===== config.mk =====
export PLATFORM = sky130hd
export DESIGN_NAME = fetch_ctrl
export DESIGN_NICKNAME = d
export VERILOG_FILES = /design/src/hdl/fetch_pkg.sv /design/src/hdl/fetch_ctrl.sv
export SDC_FILE = /design/constraint.sdc
export NUM_CORES = 1
export LEC_CHECK = 0
export BUFFER_PORTS_ARGS = -buffer_cell sky130_fd_sc_hd__buf_2
export CAP_MARGIN = 20
export CORE_AREA = 5 5 277 279
export CTS_BUF_LIST = sky130_fd_sc_hd__clkbuf_4 sky130_fd_sc_hd__clkbuf_8 sky130_fd_sc_hd__clkbuf_16
export DETAILED_ROUTE_END_ITERATION = 8
export DIE_AREA = 0 0 282 284
export MAX_ROUTING_LAYER = met4
export PLACE_DENSITY = 0.3
export SLEW_MARGIN = 10
export SYNTH_ARGS = -nofsm -noshare
export SYNTH_HDL_FRONTEND = slang
export SYNTH_SLANG_ARGS = --single-unit

===== constraint.sdc =====
create_clock -name CLK -period 3.6 [get_ports CLK]
set_clock_uncertainty 0.2 [all_clocks]
set_input_delay 0.36 -clock CLK [delete_from_list [all_inputs] [get_ports CLK]]
set_output_delay 0.36 -clock CLK [all_outputs]
set_load 0.02 [all_outputs]

===== src/hdl/fetch_pkg.sv =====
package fetch_pkg;

  // Address split is tag | index | word select | byte offset
  localparam int WORD_W     = 32;
  localparam int TAG_W      = 17;
  localparam int INDEX_W    = 10;
  localparam int WORD_SEL_W = 3;
  localparam int OFFSET_W   = WORD_SEL_W + 2;      // Byte offset within a line

  localparam int LINE_WORDS = 8;
  localparam int LINES      = 1024;
  localparam int LINE_W     = LINE_WORDS * WORD_W;

  typedef logic [WORD_W-1:0] word_t;
  typedef logic [LINE_W-1:0] line_t;                // Word 0 in the low bits

  typedef enum logic [1:0] {
    ST_IDLE,
    ST_LOOKUP,
    ST_REFILL,
    ST_WRITE
  } fetch_state_e;

  function automatic logic [TAG_W-1:0] addr_tag(input word_t a);
    return a[WORD_W-1 -: TAG_W];
  endfunction

  function automatic logic [INDEX_W-1:0] addr_index(input word_t a);
    return a[OFFSET_W +: INDEX_W];
  endfunction

  function automatic logic [WORD_SEL_W-1:0] addr_word_sel(input word_t a);
    return a[2 +: WORD_SEL_W];
  endfunction

endpackage


===== src/hdl/fetch_ctrl.sv =====
`timescale 1ns/1ps

module fetch_ctrl import fetch_pkg::*; (
  input  logic  CLK,
  input  logic  RESET,
  input  logic  req,
  input  word_t addr,
  input  logic  flush,
  output logic  ack,
  output word_t instr,
  output logic  flush_go,
  output logic  rd_en,
  output word_t rd_addr,
  input  logic  hit,
  input  word_t rd_word,
  output logic  wr_en,
  output word_t wr_addr,
  output line_t wr_line,
  output logic  start,
  output word_t line_addr,
  input  logic  done,
  input  line_t line
);

  fetch_state_e state_q;
  fetch_state_e state_d;
  word_t        addr_q;
  word_t        instr_q;
  logic         ack_q;
  logic         start_q;
  logic         take_req;
  logic         lookup_hit;
  logic         lookup_miss;

  // Ignore req during the ack cycle since the core still holds it
  assign take_req    = (state_q == ST_IDLE) && req && !ack_q && !flush;
  assign flush_go    = (state_q == ST_IDLE) && flush;
  assign lookup_hit  = (state_q == ST_LOOKUP) && hit;
  assign lookup_miss = (state_q == ST_LOOKUP) && !hit;

  assign rd_en   = take_req || (state_q == ST_WRITE);   // Re-lookup launched with the write
  assign rd_addr = (state_q == ST_IDLE) ? addr : addr_q;

  assign wr_en   = (state_q == ST_WRITE);
  assign wr_addr = addr_q;
  assign wr_line = line;

  assign start     = start_q;
  assign line_addr = addr_q;

  always_comb begin
    state_d = state_q;
    unique case (state_q)
      ST_IDLE:   if (take_req) state_d = ST_LOOKUP;
      ST_LOOKUP: state_d = hit ? ST_IDLE : ST_REFILL;
      ST_REFILL: if (done) state_d = ST_WRITE;
      ST_WRITE:  state_d = ST_LOOKUP;
      default:   state_d = ST_IDLE;
    endcase
  end

  always_ff @(posedge CLK or negedge RESET) begin
    if (!RESET) begin
      state_q <= ST_IDLE;
      ack_q   <= 1'b0;
      start_q <= 1'b0;
    end else begin
      state_q <= state_d;
      ack_q   <= lookup_hit;
      start_q <= lookup_miss;
    end
  end

  always_ff @(posedge CLK) begin
    if (take_req) begin
      addr_q <= addr;
    end
    if (lookup_hit) begin
      instr_q <= rd_word;
    end
  end

  assign ack   = ack_q;
  assign instr = instr_q;

  // Freshly written line must be found by the lookup that follows it
  a_hit_after_write : assert property (
    @(posedge CLK) disable iff (!RESET) (state_q == ST_WRITE) |=> hit
  ) else $error("fetch_ctrl: lookup after line write missed");

endmodule


==> qor.txt <==
status = finished clean
initial core utilization = 6.38%
TritonCTS clock tree = done
Post-DRT Antenna Nets = 0
startpoint types = flip-flop
Final setup viols = 0
Max-slew headroom = 31.3%
Sequential Area = 0.00202 sq mm
Synth Instances = 410
Die Y = 284 um
vias per cell = 1.87
GRT overflow = 0
Least-Margin Pin Slew = 1030 ps
io pins = 715
r2r startpoint = ack$_DFF_PN0_
period utilization = 77.1%
Port Buffer Count = 202
fin nets = 729
RSZ-0062 raised after global routing = no
slowest stage cell, crit path = buf_4
Worst-Skew Late Latency = 370 ps
Cell Pwr Density = 556 mW/mm^2
Finished Layout Cells = 1374
slowest stage delay, CP = 480 ps
Req. time, crit path = 3040 ps
vias in the first global route = 2962
Post-route DRC = 0
Crit path depth = 5
post-synthesis sequential area ratio = 42.8%
row count = 100
Mapped Area = 0.00472 sq mm
critical path peak fanout = 34
max-slew violations = 0
global-route usage over all layers = 3.97%
R2R depth = 3
global route hottest layer = met2
Layout fillers = 8570
Worst setup EP type = output pin
crit-path cells = inv_1 -> ha_2 -> buf_4 -> mux2_1 -> buf_2
mean post-synth cell area = 11.5 sq um
worst vdd ir = 179 uV
Top delay family on crit path = buffers and inverters
Cell variety after synth = 15
#FFs+latches synth = 68
setup TNS = 0 ps
Initial DRC Count = 32
core area = 0.0739 sq mm
first-pass GRT wire length = 20.7 mm
clock root buffer = clkbuf_16
static leakage = 0.00208 uW
Final min period = 2780 ps
CTS clock-pin slew for the worst setup and hold paths = 70 ps
WL/cell = 11.6 um
Yosys Warn Count = 0
Die Span X = 282 um
DP HPWL = 12.1 mm
max-cap violations = 0
CP Buf/Inv Count = 3
post-synthesis net count = 740
Detailed Route WL = 16.0 mm
Critical Path Start = state_q[0]$_DFFE_PN0P_
placed insts = 1291
area grow syn2layout = 21.7%
die area = 0.0801 sq mm
Pwr Total = 3190 uW
worst min-delay path category = input port to asynchronous set/reset pin
Num CTS Buffers = 9
Pre-antenna DRT Iters = 4
Setup Crit Path Kind = flip-flop to output pin
largest net degree at the start of global routing = 35
share of layout cells above drive strength 1 = 55.7%
RD Place Congestion = 0.629
deepest clock path buffer count = 2
via count = 2576
area of the multi-input gates = 509 sq um
Final Hold Viols = 0
Max Clock Freq = 360 MHz
met2 Use GR = 4.99%
initial antenna violation count = 2
worst path arrival time = 2220 ps
clk sink count = 68
htree depth = 3
met1 Use GR = 3.32%
met3 Use GR = 3.26%
==> stage by stage <==
stage	hold WS, ps	worst slack [ps]	utilization, %	area, sq um
2_1_floorplan	-136	432	-	4720
3_3_place_gp	-20.6	1160	6.47	4780
3_5_place_dp	-13.9	1130	6.47	4780
4_1_cts	83.2	676	7.76	5740
5_1_grt	120	627	7.77	5740
6_report	135	825	7.77	5740
==> power by group <==
part / switching [uW] / total (uW) / leakage [uW] / internal [uW]
registers: 51.8 / 1070 / 0.000641 / 1020
logic: 741 / 1140 / 0.00130 / 403
clock network: 436 / 977 / 0.000146 / 541
total: 1230 / 3190 / 0.00208 / 1960
==> worst register-to-register path, cell delays in order (launching register included) <==
cell	delay, ps
dfrtp_1	420
or3b_4	460
nor2_4	400
buf_4	480
==> kinds of logic after synthesis <==
family / count (synthesis) / share of synthesized area (%)
buffers and inverters: 295 / 46.6
AOI/OAI and AO/OA: 2 / 0.451
DFF: 68 / 42.8
and+or+nand+nor: 7 / 0.981
adders and majority gates: 4 / 1.06
muxes: 34 / 8.06
==> Yosys cell counts (all sizes together) <==
master / n / area (sq um)
buf: 292 / 2190
edfxtp: 64 / 1920
mux2: 32 / 360
dfrtp: 4 / 100
ha: 4 / 50.1
inv: 3 / 11.3
and2: 2 / 12.5
mux2i: 2 / 20.0
nor2b: 2 / 12.5
a21oi: 1 / 16.3
nor2: 1 / 3.75
o21ai: 1 / 5.00
or2: 1 / 6.26
or3b: 1 / 11.3
==> state kept, by name, indices dropped and copies added, names as in the netlist <==
signal	count
start	1
instr	32
state_q	2
ack	1
line_addr	32
==> path summary, 6_finish.rpt <==
kind	slack, ps	to
max	820	rd_addr[29]
max in group asynchronous	2930	state_q[0]$_DFFE_PN0P_
min in group CLK	200	state_q[0]$_DFFE_PN0P_
max reg2reg	1250	line_addr[13]$_DFFE_PP_
min	130	ack$_DFF_PN0_
min reg2reg	430	state_q[0]$_DFFE_PN0P_
==> layout by cell type, fill, tap and decap left out, drive strengths merged, types with 2 or more instances in the layout <==
cell,Yosys,final
edfxtp,64,64
clkinv,0,3
and2,2,2
ha,4,4
clkbuf,0,9
dfrtp,4,4
mux2,32,32
mux2i,2,2
nor2b,2,2
dlygate4sd3,0,66
inv,3,5
buf,292,204
==> timing repair <==
item                                   4_1_cts  5_1_grt
setup endpoints to repair                    0        0
hold buffers                                66        0
resized for setup                            0        0
setup buffers                                0        0
endpoints found under the hold margin       69        0
==> final cells by class <==
type / count / area share [%]
diodes: 1 / 0.0436
clock inverters: 7 / 1.29
multi-input cells: 47 / 8.87
flip-flops and latches: 68 / 35.2
clock buffers: 9 / 3.92
repair buffers: 270 / 29.4
well taps: 969 / 21.1
inverters: 3 / 0.196
==> layer usage <==
metal,wire [um],part of all wire (%)
met1,5210,33
met2,6250,39
met3,2940,18
met4,1550,9.7
met5,0,0
Power figures use the tool's default switching activity.
