File: src/hdl/fetch_pkg.sv
package fetch_pkg;

  // Address split is tag | index | word select | byte offset
  localparam int WORD_W     = 32;
  localparam int TAG_W      = 17;
  localparam int INDEX_W    = 10;
  localparam int WORD_SEL_W = 3;
  localparam int OFFSET_W   = WORD_SEL_W + 2;      // Byte offset within a line

  localparam int LINE_WORDS = 8;
  localparam int LINES      = 1024;
  localparam int LINE_W     = LINE_WORDS * WORD_W;

  typedef logic [WORD_W-1:0] word_t;
  typedef logic [LINE_W-1:0] line_t;                // Word 0 in the low bits

  typedef enum logic [1:0] {
    ST_IDLE,
    ST_LOOKUP,
    ST_REFILL,
    ST_WRITE
  } fetch_state_e;

  function automatic logic [TAG_W-1:0] addr_tag(input word_t a);
    return a[WORD_W-1 -: TAG_W];
  endfunction

  function automatic logic [INDEX_W-1:0] addr_index(input word_t a);
    return a[OFFSET_W +: INDEX_W];
  endfunction

  function automatic logic [WORD_SEL_W-1:0] addr_word_sel(input word_t a);
    return a[2 +: WORD_SEL_W];
  endfunction

endpackage

File: src/hdl/line_refill.sv
`timescale 1ns/1ps

module line_refill import fetch_pkg::*; (
  input  logic  CLK,
  input  logic  RESET,
  input  logic  start,
  input  word_t line_addr,
  output logic  done,
  output line_t line,
  output logic  wb_cyc,
  output logic  wb_stb,
  output word_t wb_adr,
  input  word_t wb_dat_i,
  input  logic  wb_ack
);

  logic                   busy_q;
  logic                   stb_q;
  logic                   done_q;
  logic [WORD_SEL_W-1:0]  cnt_q;
  logic [WORD_W-1:OFFSET_W] base_q;
  line_t                  line_q;
  logic                   beat;
  logic                   last_word;

  assign beat      = stb_q && wb_ack;
  assign last_word = (cnt_q == WORD_SEL_W'(LINE_WORDS - 1));

  always_ff @(posedge CLK or negedge RESET) begin
    if (!RESET) begin
      busy_q <= 1'b0;
      stb_q  <= 1'b0;
      done_q <= 1'b0;
      cnt_q  <= '0;
    end else begin
      done_q <= 1'b0;
      if (start) begin
        busy_q <= 1'b1;
        stb_q  <= 1'b1;
        cnt_q  <= '0;
      end else if (beat) begin
        stb_q <= 1'b0;                              // One idle cycle between words
        if (last_word) begin
          busy_q <= 1'b0;
          done_q <= 1'b1;
        end else begin
          cnt_q <= cnt_q + 1'b1;
        end
      end else if (busy_q && !stb_q) begin
        stb_q <= 1'b1;                              // Next single read
      end
    end
  end

  // Line aligned base address
  always_ff @(posedge CLK) begin
    if (start) begin
      base_q <= line_addr[WORD_W-1:OFFSET_W];
    end
  end

  // Words arrive in address order so word 0 ends in the low slot
  always_ff @(posedge CLK) begin
    if (beat) begin
      line_q <= {wb_dat_i, line_q[LINE_W-1:WORD_W]};
    end
  end

  assign wb_cyc = busy_q;
  assign wb_stb = stb_q;
  assign wb_adr = {base_q, cnt_q, 2'b00};
  assign done   = done_q;
  assign line   = line_q;

  a_stb_inside_cyc : assert property (
    @(posedge CLK) disable iff (!RESET) $rose(wb_stb) |-> wb_cyc
  ) else $error("line_refill: wb_stb rose outside wb_cyc");

  a_no_start_when_busy : assert property (
    @(posedge CLK) disable iff (!RESET) start |-> !busy_q
  ) else $error("line_refill: start during a refill");

endmodule

File: config.mk
export PLATFORM = sky130hd
export DESIGN_NAME = line_refill
export DESIGN_NICKNAME = d
export VERILOG_FILES = /design/src/hdl/fetch_pkg.sv /design/src/hdl/line_refill.sv
export SDC_FILE = /design/constraint.sdc
export NUM_CORES = 1
export LEC_CHECK = 0
export ABC_AREA = 1
export CAP_MARGIN = 25
export CELL_PAD_IN_SITES_DETAIL_PLACEMENT = 1
export CELL_PAD_IN_SITES_GLOBAL_PLACEMENT = 1
export CORE_ASPECT_RATIO = 0.9
export CORE_UTILIZATION = 25
export CTS_BUF_LIST = sky130_fd_sc_hd__clkbuf_8
export DETAILED_ROUTE_END_ITERATION = 10
export DONT_BUFFER_PORTS = 1
export PLACE_DENSITY = 0.42
export SLEW_MARGIN = 5
export SYNTH_ARGS = -nofsm -noshare
export SYNTH_HDL_FRONTEND = slang
export SYNTH_SLANG_ARGS = --single-unit
File: constraint.sdc
create_clock -name CLK -period 8.4 [get_ports CLK]
set_clock_uncertainty 0.2 [all_clocks]
set_input_delay 0.84 -clock CLK [delete_from_list [all_inputs] [get_ports CLK]]
set_output_delay 0.84 -clock CLK [all_outputs]
set_load 0.01 [all_outputs]
==> results.cfg, run 1 <==
[grt]
first_global_vias = 3544
antenna_found_initial = 1
grt_usage = 0.0991
grt_pass1_wl_um = 25700
grt_max_degree = 99
grt_overflow = 0

[yosys]
synth-seq-cells = 289
yosys_warnings = 0
ys_seq_area_frac = 0.981
synth.avg_cell_area_um2 = 27.4
synthTopCellsByArea = edfxtp_1 (96%), dfrtp_1 (1.7%), nand3_1 (0.40%)
netlist.area_leader.share = 0.964
yosys.cell_types.count = 14
synth_top_cell_by_area = edfxtp_1
netlist_instances = 322
netlist_area_mm2 = 0.00882

[cells_and_area]
layout-drive-gt1-share = 0.166
fin_util = 0.300
area_growth_pct = 17.0
mostFrequentLayoutCells = edfxtp_1 (283), clkbuf_8 (52), inv_1 (22)
layout_commonest_cell = edfxtp_1
nNetsFinal = 446

[floorplanning]
die_x_um = 200
core_area_mm2 = 0.0344
num_rows = 64
dieHeight_um = 180
die-area_mm2 = 0.0360
ios = 359
initial_core_util = 0.257

[worst_hold_path]
hold_start = line_addr[20]
hp-class = in2reg

[sta]
whs_ns = 0.171
slew_headroom = 0.323
post-route-period-util = 0.341
fin_tns_setup_ns = 0
rsz0062_at_grt = no
worst_slew_pin_slew_ns = 1.02
hold_viol_final = 0
timing.fmax_ghz = 0.349
setup_viol = 0
drv_slew = 0
period_minus_slack_ns = 2.87

[detailed_routing]
first_pass_iters = 4
avgRoutedWirePerCell_um = 21.4
drt_iter0_markers = 130
remaining_drc_errors = 0
via_per_inst = 3.82
vias = 3327
ant_nets = 0
drt-total-wl_um = 18700

[clocking]
cts.repair.resized = 0
cts_sinks = 289
clock-root-buffer = clkbuf_8
clk_latency_ns = 0.56
cts_setup_buffers = 0
clockBufferDepth = 3
path_clk_slew_ns = 0.06
cts_tree = yes
htreeDepth = 2
numCtsBuffers = 49

[power]
power_density_mw_per_mm2 = 290
power.switching_mw = 0.686
pwr-share-comb = 0.015
clockPowerShare = 0.380
peakVddDrop_v = 0.000124
leakage_nw = 3.45
p_seq_frac = 0.605
intPower_mw = 2.31
p_sw_frac = 0.229

[worst_setup_path]
cp-startpoint = wb_stb
startpoint_type = flop
crit_required_ns = 8.37
cp-end-kind = flop
reg2reg_from = wb_stb
arrival_ns = 2.83
critPathMaxFanout = 98
crit_type = reg2reg

[status]
status = finished, final reports clean

[place]
io_buffers = 0
dp_hpwl_um = 12500
gp_congestion = 0.704

[job]
cap_violations = 0
## worst paths after layout
kind,slack [ns],end,depth (start not counted)
worst max register to register,5.53,line[47],3
worst min-delay path,0.17,base_q[20],0
worst max-delay path,5.53,line[47],3
min in group asynchronous,0.40,cnt_q[1],1
max in group asynchronous,7.36,done,1
worst min register to register,0.33,line[175],0
## logic make-up (layout without fill, tap and decap cells)
group / Yosys count / in the layout / share of synthesized area
flip-flops: 289 / 289 / 0.981
buffers and inverters: 9 / 95 / 0.00468
adder cells (fa/ha/maj): 2 / 2 / 0.00284
AO/OA/AOI/OAI: 1 / 1 / 0.000567
AND/OR/NAND/NOR: 20 / 20 / 0.0109
other: 1 / 3 / 0.000425
## cell usage after synthesis, drive strengths merged
master	instances
edfxtp	283
nor2	6
dfrtp	6
ha	2
nand3	7
nand2	7
o21ai	1
conb	1
buf	2
inv	7
## per-stage QoR
stage / cells / setup slack, ns / instance area (um2) / total power [mW]
detailed placement: 785 / 5.20 / 9410 / 1.89
CTS: 870 / 5.54 / 10300 / 3.06
finish: 872 / 5.53 / 10300 / 2.99
floorplan: 323 / 1.71 / 8820 / 1.85
global route: 871 / 5.37 / 10300 / 3.12
global placement: 785 / 5.26 / 9410 / 1.89
## layer usage
layer  vias up  part of all wire  GRT usage
met5         -                 0          0
met4         0             0.033     0.0504
met3        52              0.12     0.0547
met2       202              0.50      0.163
met1      1674              0.34      0.100
li1       1399                 -          -
## repair_timing
item,CTS,global route
endpoints found under the setup margin,0,0
endpoints found under the hold margin,6,0
hold buffers,1,0
## state kept, by name, summed over array words and instances (netlist names)
name    count
wb_stb      1
cnt_q       3
line      256
base_q     27
wb_cyc      1
done        1
## power by group through the flow
stage | Clock [mW] | Combinational [mW] | Sequential [mW]
floorplan | 0 | 0.0303 | 1.82
CTS | 1.19 | 0.0442 | 1.82
finish | 1.14 | 0.0450 | 1.81
global route | 1.25 | 0.0508 | 1.82
global placement | 0 | 0.0411 | 1.84
detailed placement | 0 | 0.0436 | 1.85
## worst max-delay path: stages, from the launching register on
cell	delay, ns
dfrtp_1	0.46
nand2_1	0.24
inv_8	0.52
buf_4	0.88
## final cells by class
cell class	instances	area, um2
timing repair buffer	4	52.6
sequential	289	8650
tap	462	578
clock buffer	52	716
antenna	1	2.50
multi-input combinational	25	134
fill	3441	24000
clock inverter	32	158
inverter	7	33.8
Power figures use the tool's default switching activity.
==> run 2, diff against run 1 <==
--- a/config.mk
+++ b/config.mk
@@ -14,7 +14,7 @@
 export CTS_BUF_LIST = sky130_fd_sc_hd__clkbuf_8
 export DETAILED_ROUTE_END_ITERATION = 10
 export DONT_BUFFER_PORTS = 1
-export PLACE_DENSITY = 0.42
+export PLACE_DENSITY = 0.44
 export SLEW_MARGIN = 5
 export SYNTH_ARGS = -nofsm -noshare
 export SYNTH_HDL_FRONTEND = slang
==> constraint.sdc (replaced) <==
create_clock -name CLK -period 2.52 [get_ports CLK]
set_clock_uncertainty 0.2 [all_clocks]
set_input_delay 0.252 -clock CLK [delete_from_list [all_inputs] [get_ports CLK]]
set_output_delay 0.252 -clock CLK [all_outputs]
set_load 0.01 [all_outputs]
==> run 2 against run 1 <==
Net effect:
- first-iteration DRC count rose by 15%
- fmax rose by 50%
- non-clock buffer count rose by 69
- via count is 10% higher
- global-route usage up 0.69 points
- sequential share of layout area down 6.8 points
- hold slack got worse by 0.061 ns
- count of clock-buffer cells in the layout down 4
- utilization increased by 2.7 points
- clock power rose to 4.1 times the previous value
==> results.cfg, run 2 (synthesis results as in run 1) <==
[worst_setup_path]
cp-startpoint = wb_stb
crit_required_ns = 2.57
reg2reg_depth = 3
ff2ff_setup_slack_ns = 0.60
arrival_ns = 1.97
crit_end = line[115]
reg2reg_from = wb_stb
startpoint_type = flop
critPathMaxFanout = 61
cp-end-kind = flop
r2r_end = line[115]
crit_type = reg2reg

[cells_and_area]
fin_area_mm2 = 0.0112
nNetsFinal = 514
largest_register_ffs = 256
num_antenna_cells = 0
layout-drive-gt1-share = 0.179
num-fill-cells = 3366
mostFrequentLayoutCells = edfxtp_1 (283), dlygate4sd3_1 (63), clkbuf_8 (48)
area_growth_pct = 27.4
layout_commonest_cell = edfxtp_1

[sta]
setup_viol = 0
hold_viol_final = 0
drv_slew = 0
period_minus_slack_ns = 1.92
timing.fmax_ghz = 0.522
whs_ns = 0.110
post-route-period-util = 0.760
rsz0062_at_grt = no

[place]
io_buffers = 0
dp_hpwl_um = 13300
gp_congestion = 0.758
dpl_cell_area_mm2 = 0.00951

[status]
status = finished, final reports clean

[power]
peakVddDrop_v = 0.000545
leakage_nw = 3.80
power_density_mw_per_mm2 = 972

[clocking]
path_clk_slew_ns = 0.06
htreeDepth = 2
clockBufferDepth = 3
clk_latency_ns = 0.56
cts_tree = yes
clock-root-buffer = clkbuf_8
cts_sinks = 289
numCtsBuffers = 48
cts.repair.resized = 0

[detailed_routing]
avgRoutedWirePerCell_um = 21.0
via_per_inst = 3.89
vias = 3666
drt_iter0_markers = 150
drt-total-wl_um = 19800
remaining_drc_errors = 0
first_pass_iters = 4
ant_nets = 0

[floorplanning]
ios = 359
die-area_mm2 = 0.0360
num_rows = 64
core_area_mm2 = 0.0344
die_x_um = 200
initial_core_util = 0.257
dieHeight_um = 180

[grt]
grt_max_degree = 62
grt_pass1_wl_um = 27700
grt_usage = 0.106
first_global_vias = 3940
grt_overflow = 0
antenna_found_initial = 0

[job]
cap_violations = 0

[worst_hold_path]
whs_path_depth = 1
hp-class = in2reg
==> run 2: power by group <==
group	switching (mW)	internal, mW
Combinational	0.161	0.103
Sequential	0.367	5.67
Clock	1.90	2.73
==> run 2: cell type report <==
| cell class | instances | area, um2 | area share |
|---|---|---|---|
| flip-flops and latches | 289 | 8650 | 0.769 |
| repair buffers | 73 | 768 | 0.0684 |
| clock buffers | 48 | 661 | 0.0588 |
| well taps | 462 | 578 | 0.0514 |
| clock inverters | 39 | 418 | 0.0372 |
| multi-input cells | 25 | 136 | 0.0121 |
| inverters | 7 | 30.0 | 0.00267 |
==> run 2: repair_timing <==
| action | CTS | global route |
|---|---|---|
| endpoints found under the setup margin | 0 | 0 |
| buffers inserted | 0 | 0 |
| endpoints found under the hold margin | 98 | 0 |
| hold buffers | 64 | 0 |
==> run 2: how the worst min path moves through the flow <==
| stage | from | to | slack (ns) |
|---|---|---|---|
| floorplan | RESET | cnt_q[0] | -0.24 |
| global placement | RESET | done | -0.24 |
| detailed placement | RESET | done | -0.24 |
| CTS | line_addr[6] | base_q[6] | 0.04 |
| global route | line_addr[21] | base_q[21] | 0.06 |
| finish | line_addr[21] | base_q[21] | 0.11 |
==> run 2: routing by layer <==
layer / share of wire / vias to the layer above / global-route usage
li1: - / 1539 / -
met1: 0.34 / 1861 / 0.102
met2: 0.52 / 211 / 0.183
met3: 0.11 / 55 / 0.0533
met4: 0.036 / 0 / 0.0556
met5: 0 / - / 0
==> run 2: stage by stage <==
step / utilization / power, mW / setup TNS (ns) / std cells / setup WS, ns
floorplan: - / 6.16 / -626.40 / 323 / -2.45
global placement: 0.277 / 6.31 / 0 / 792 / 0.633
detailed placement: 0.277 / 6.33 / 0 / 792 / 0.621
CTS: 0.327 / 11.2 / 0 / 943 / 0.592
global route: 0.327 / 11.4 / 0 / 943 / 0.493
finish: 0.327 / 10.9 / 0 / 943 / 0.604
==> run 2: worst max-delay path, stage by stage, from the launching register on <==
cell        delay, ns
dfrtp_1          0.46
nand2_2          0.16
clkinvlp_4       0.37
buf_12           0.32
==> run 3, diff against run 2 <==
--- a/config.mk
+++ b/config.mk
@@ -14,7 +14,7 @@
 export CTS_BUF_LIST = sky130_fd_sc_hd__clkbuf_8
 export DETAILED_ROUTE_END_ITERATION = 10
 export DONT_BUFFER_PORTS = 1
-export PLACE_DENSITY = 0.44
+export PLACE_DENSITY = 0.42
 export SLEW_MARGIN = 5
 export SYNTH_ARGS = -nofsm -noshare
 export SYNTH_HDL_FRONTEND = slang
==> constraint.sdc (replaced) <==
create_clock -name CLK -period 2 [get_ports CLK]
set_clock_uncertainty 0.2 [all_clocks]
set_input_delay 0.2 -clock CLK [delete_from_list [all_inputs] [get_ports CLK]]
set_output_delay 0.2 -clock CLK [all_outputs]
set_load 0.01 [all_outputs]
==> run 3 against run 2 <==
Net effect:
- critical endpoint is now line[61]
- hold slack got worse by 0.048 ns
- clock power grew 3%
- setup slack worse by 0.36 ns
- largest cell class unchanged
- highest routed layer unchanged
==> results.cfg, run 3 (synthesis results as in run 1) <==
[cells_and_area]
layout_commonest_cell = edfxtp_1
nNetsFinal = 560
area_growth_pct = 30.7
num_antenna_cells = 0
fin_util = 0.336
layout-drive-gt1-share = 0.166
mostFrequentLayoutCells = edfxtp_1 (283), dlygate4sd3_1 (100), clkbuf_8 (49)
fin_area_mm2 = 0.0115
largest_register_ffs = 256

[grt]
antenna_found_initial = 0
grt_overflow = 0
grt_pass1_wl_um = 28800
grt_usage = 0.110
grt_max_degree = 41
first_global_vias = 4098

[detailed_routing]
vias = 3792
avgRoutedWirePerCell_um = 20.5
drt_iter0_markers = 167
remaining_drc_errors = 0
ant_nets = 0
via_per_inst = 3.84
drt-total-wl_um = 20200
first_pass_iters = 4

[clocking]
htreeDepth = 2
cts_setup_buffers = 0
clk_latency_ns = 0.57
clock-root-buffer = clkbuf_8
numCtsBuffers = 49
cts_hold_buf = 101
path_clk_slew_ns = 0.06
cts_tree = yes
clockBufferDepth = 3
cts_sinks = 289
cts.repair.resized = 0

[worst_hold_path]
hp-class = in2reg

[place]
gp_congestion = 0.727
dpl_cell_area_mm2 = 0.00963
dp_hpwl_um = 13200
io_buffers = 0

[power]
power_density_mw_per_mm2 = 1110
leakage_nw = 3.95
peakVddDrop_v = 0.000511

[floorplanning]
die_x_um = 200
initial_core_util = 0.257
ios = 359
die-area_mm2 = 0.0360
dieHeight_um = 180
core_area_mm2 = 0.0344
num_rows = 64

[worst_setup_path]
arrival_ns = 1.81
critPathMaxFanout = 36
crit_required_ns = 2.05
crit_type = reg2reg
cp-end-kind = flop
startpoint_type = flop

[sta]
post-route-period-util = 0.879
drv_slew = 0
timing.fmax_ghz = 0.569
period_minus_slack_ns = 1.76
hold_viol_final = 0
setup_viol = 0
rsz0062_at_grt = no

[job]
cap_violations = 0

[status]
status = finished, final reports clean
==> run 3: report_power, final <==
part           switching (mW)  internal (mW)
registers               0.456           7.15
clock network            2.33           2.43
logic                   0.220          0.209
==> run 3: final timing paths <==
kind                               from   endpoint  slack [ns]  cells past startpoint
setup / recovery                 wb_stb   line[61]        0.24                      4
hold / removal             wb_dat_i[22]  line[246]        0.06                      1
setup reg to reg                 wb_stb   line[61]        0.24                      4
hold reg to reg                line[62]   line[30]        0.33                      0
max in group asynchronous         RESET     wb_stb        1.08                      2
min in group asynchronous         RESET   cnt_q[1]        0.28                      2
==> run 3: through the flow <==
stage / hold slack [ns] / std cells / setup slack, ns / power, mW / setup TNS (ns)
after global placement: -0.295 / 800 / 0.275 / 7.98 / 0
after detailed placement: -0.295 / 800 / 0.262 / 8.00 / 0
after global routing: 0.0112 / 987 / 0.158 / 13.4 / 0
final: 0.0625 / 987 / 0.241 / 12.8 / 0
after floorplan: -0.296 / 323 / -2.97 / 7.76 / -759.52
after CTS: 0.00196 / 987 / 0.251 / 13.1 / 0
==> run 3: routing by layer <==
layer | GRT usage | share of wire
met5 | 0 | 0
met2 | 0.196 | 0.54
met1 | 0.107 | 0.33
met4 | 0.0513 | 0.029
met3 | 0.0505 | 0.10
==> run 3: layout make-up <==
type / count / area, um2
clock inverter: 37 / 199
fill: 3397 / 22800
inverter: 7 / 30.0
multi-input combinational: 25 / 136
clock buffer: 49 / 674
tap: 462 / 578
sequential: 289 / 8650
timing repair buffer: 118 / 1260
==> run 3: worst max-delay path, stage by stage (launching register included) <==
cell	delay [ns]
dfrtp_1	0.46
nand2_2	0.15
clkinvlp_4	0.18
buf_12	0.18
buf_12	0.22
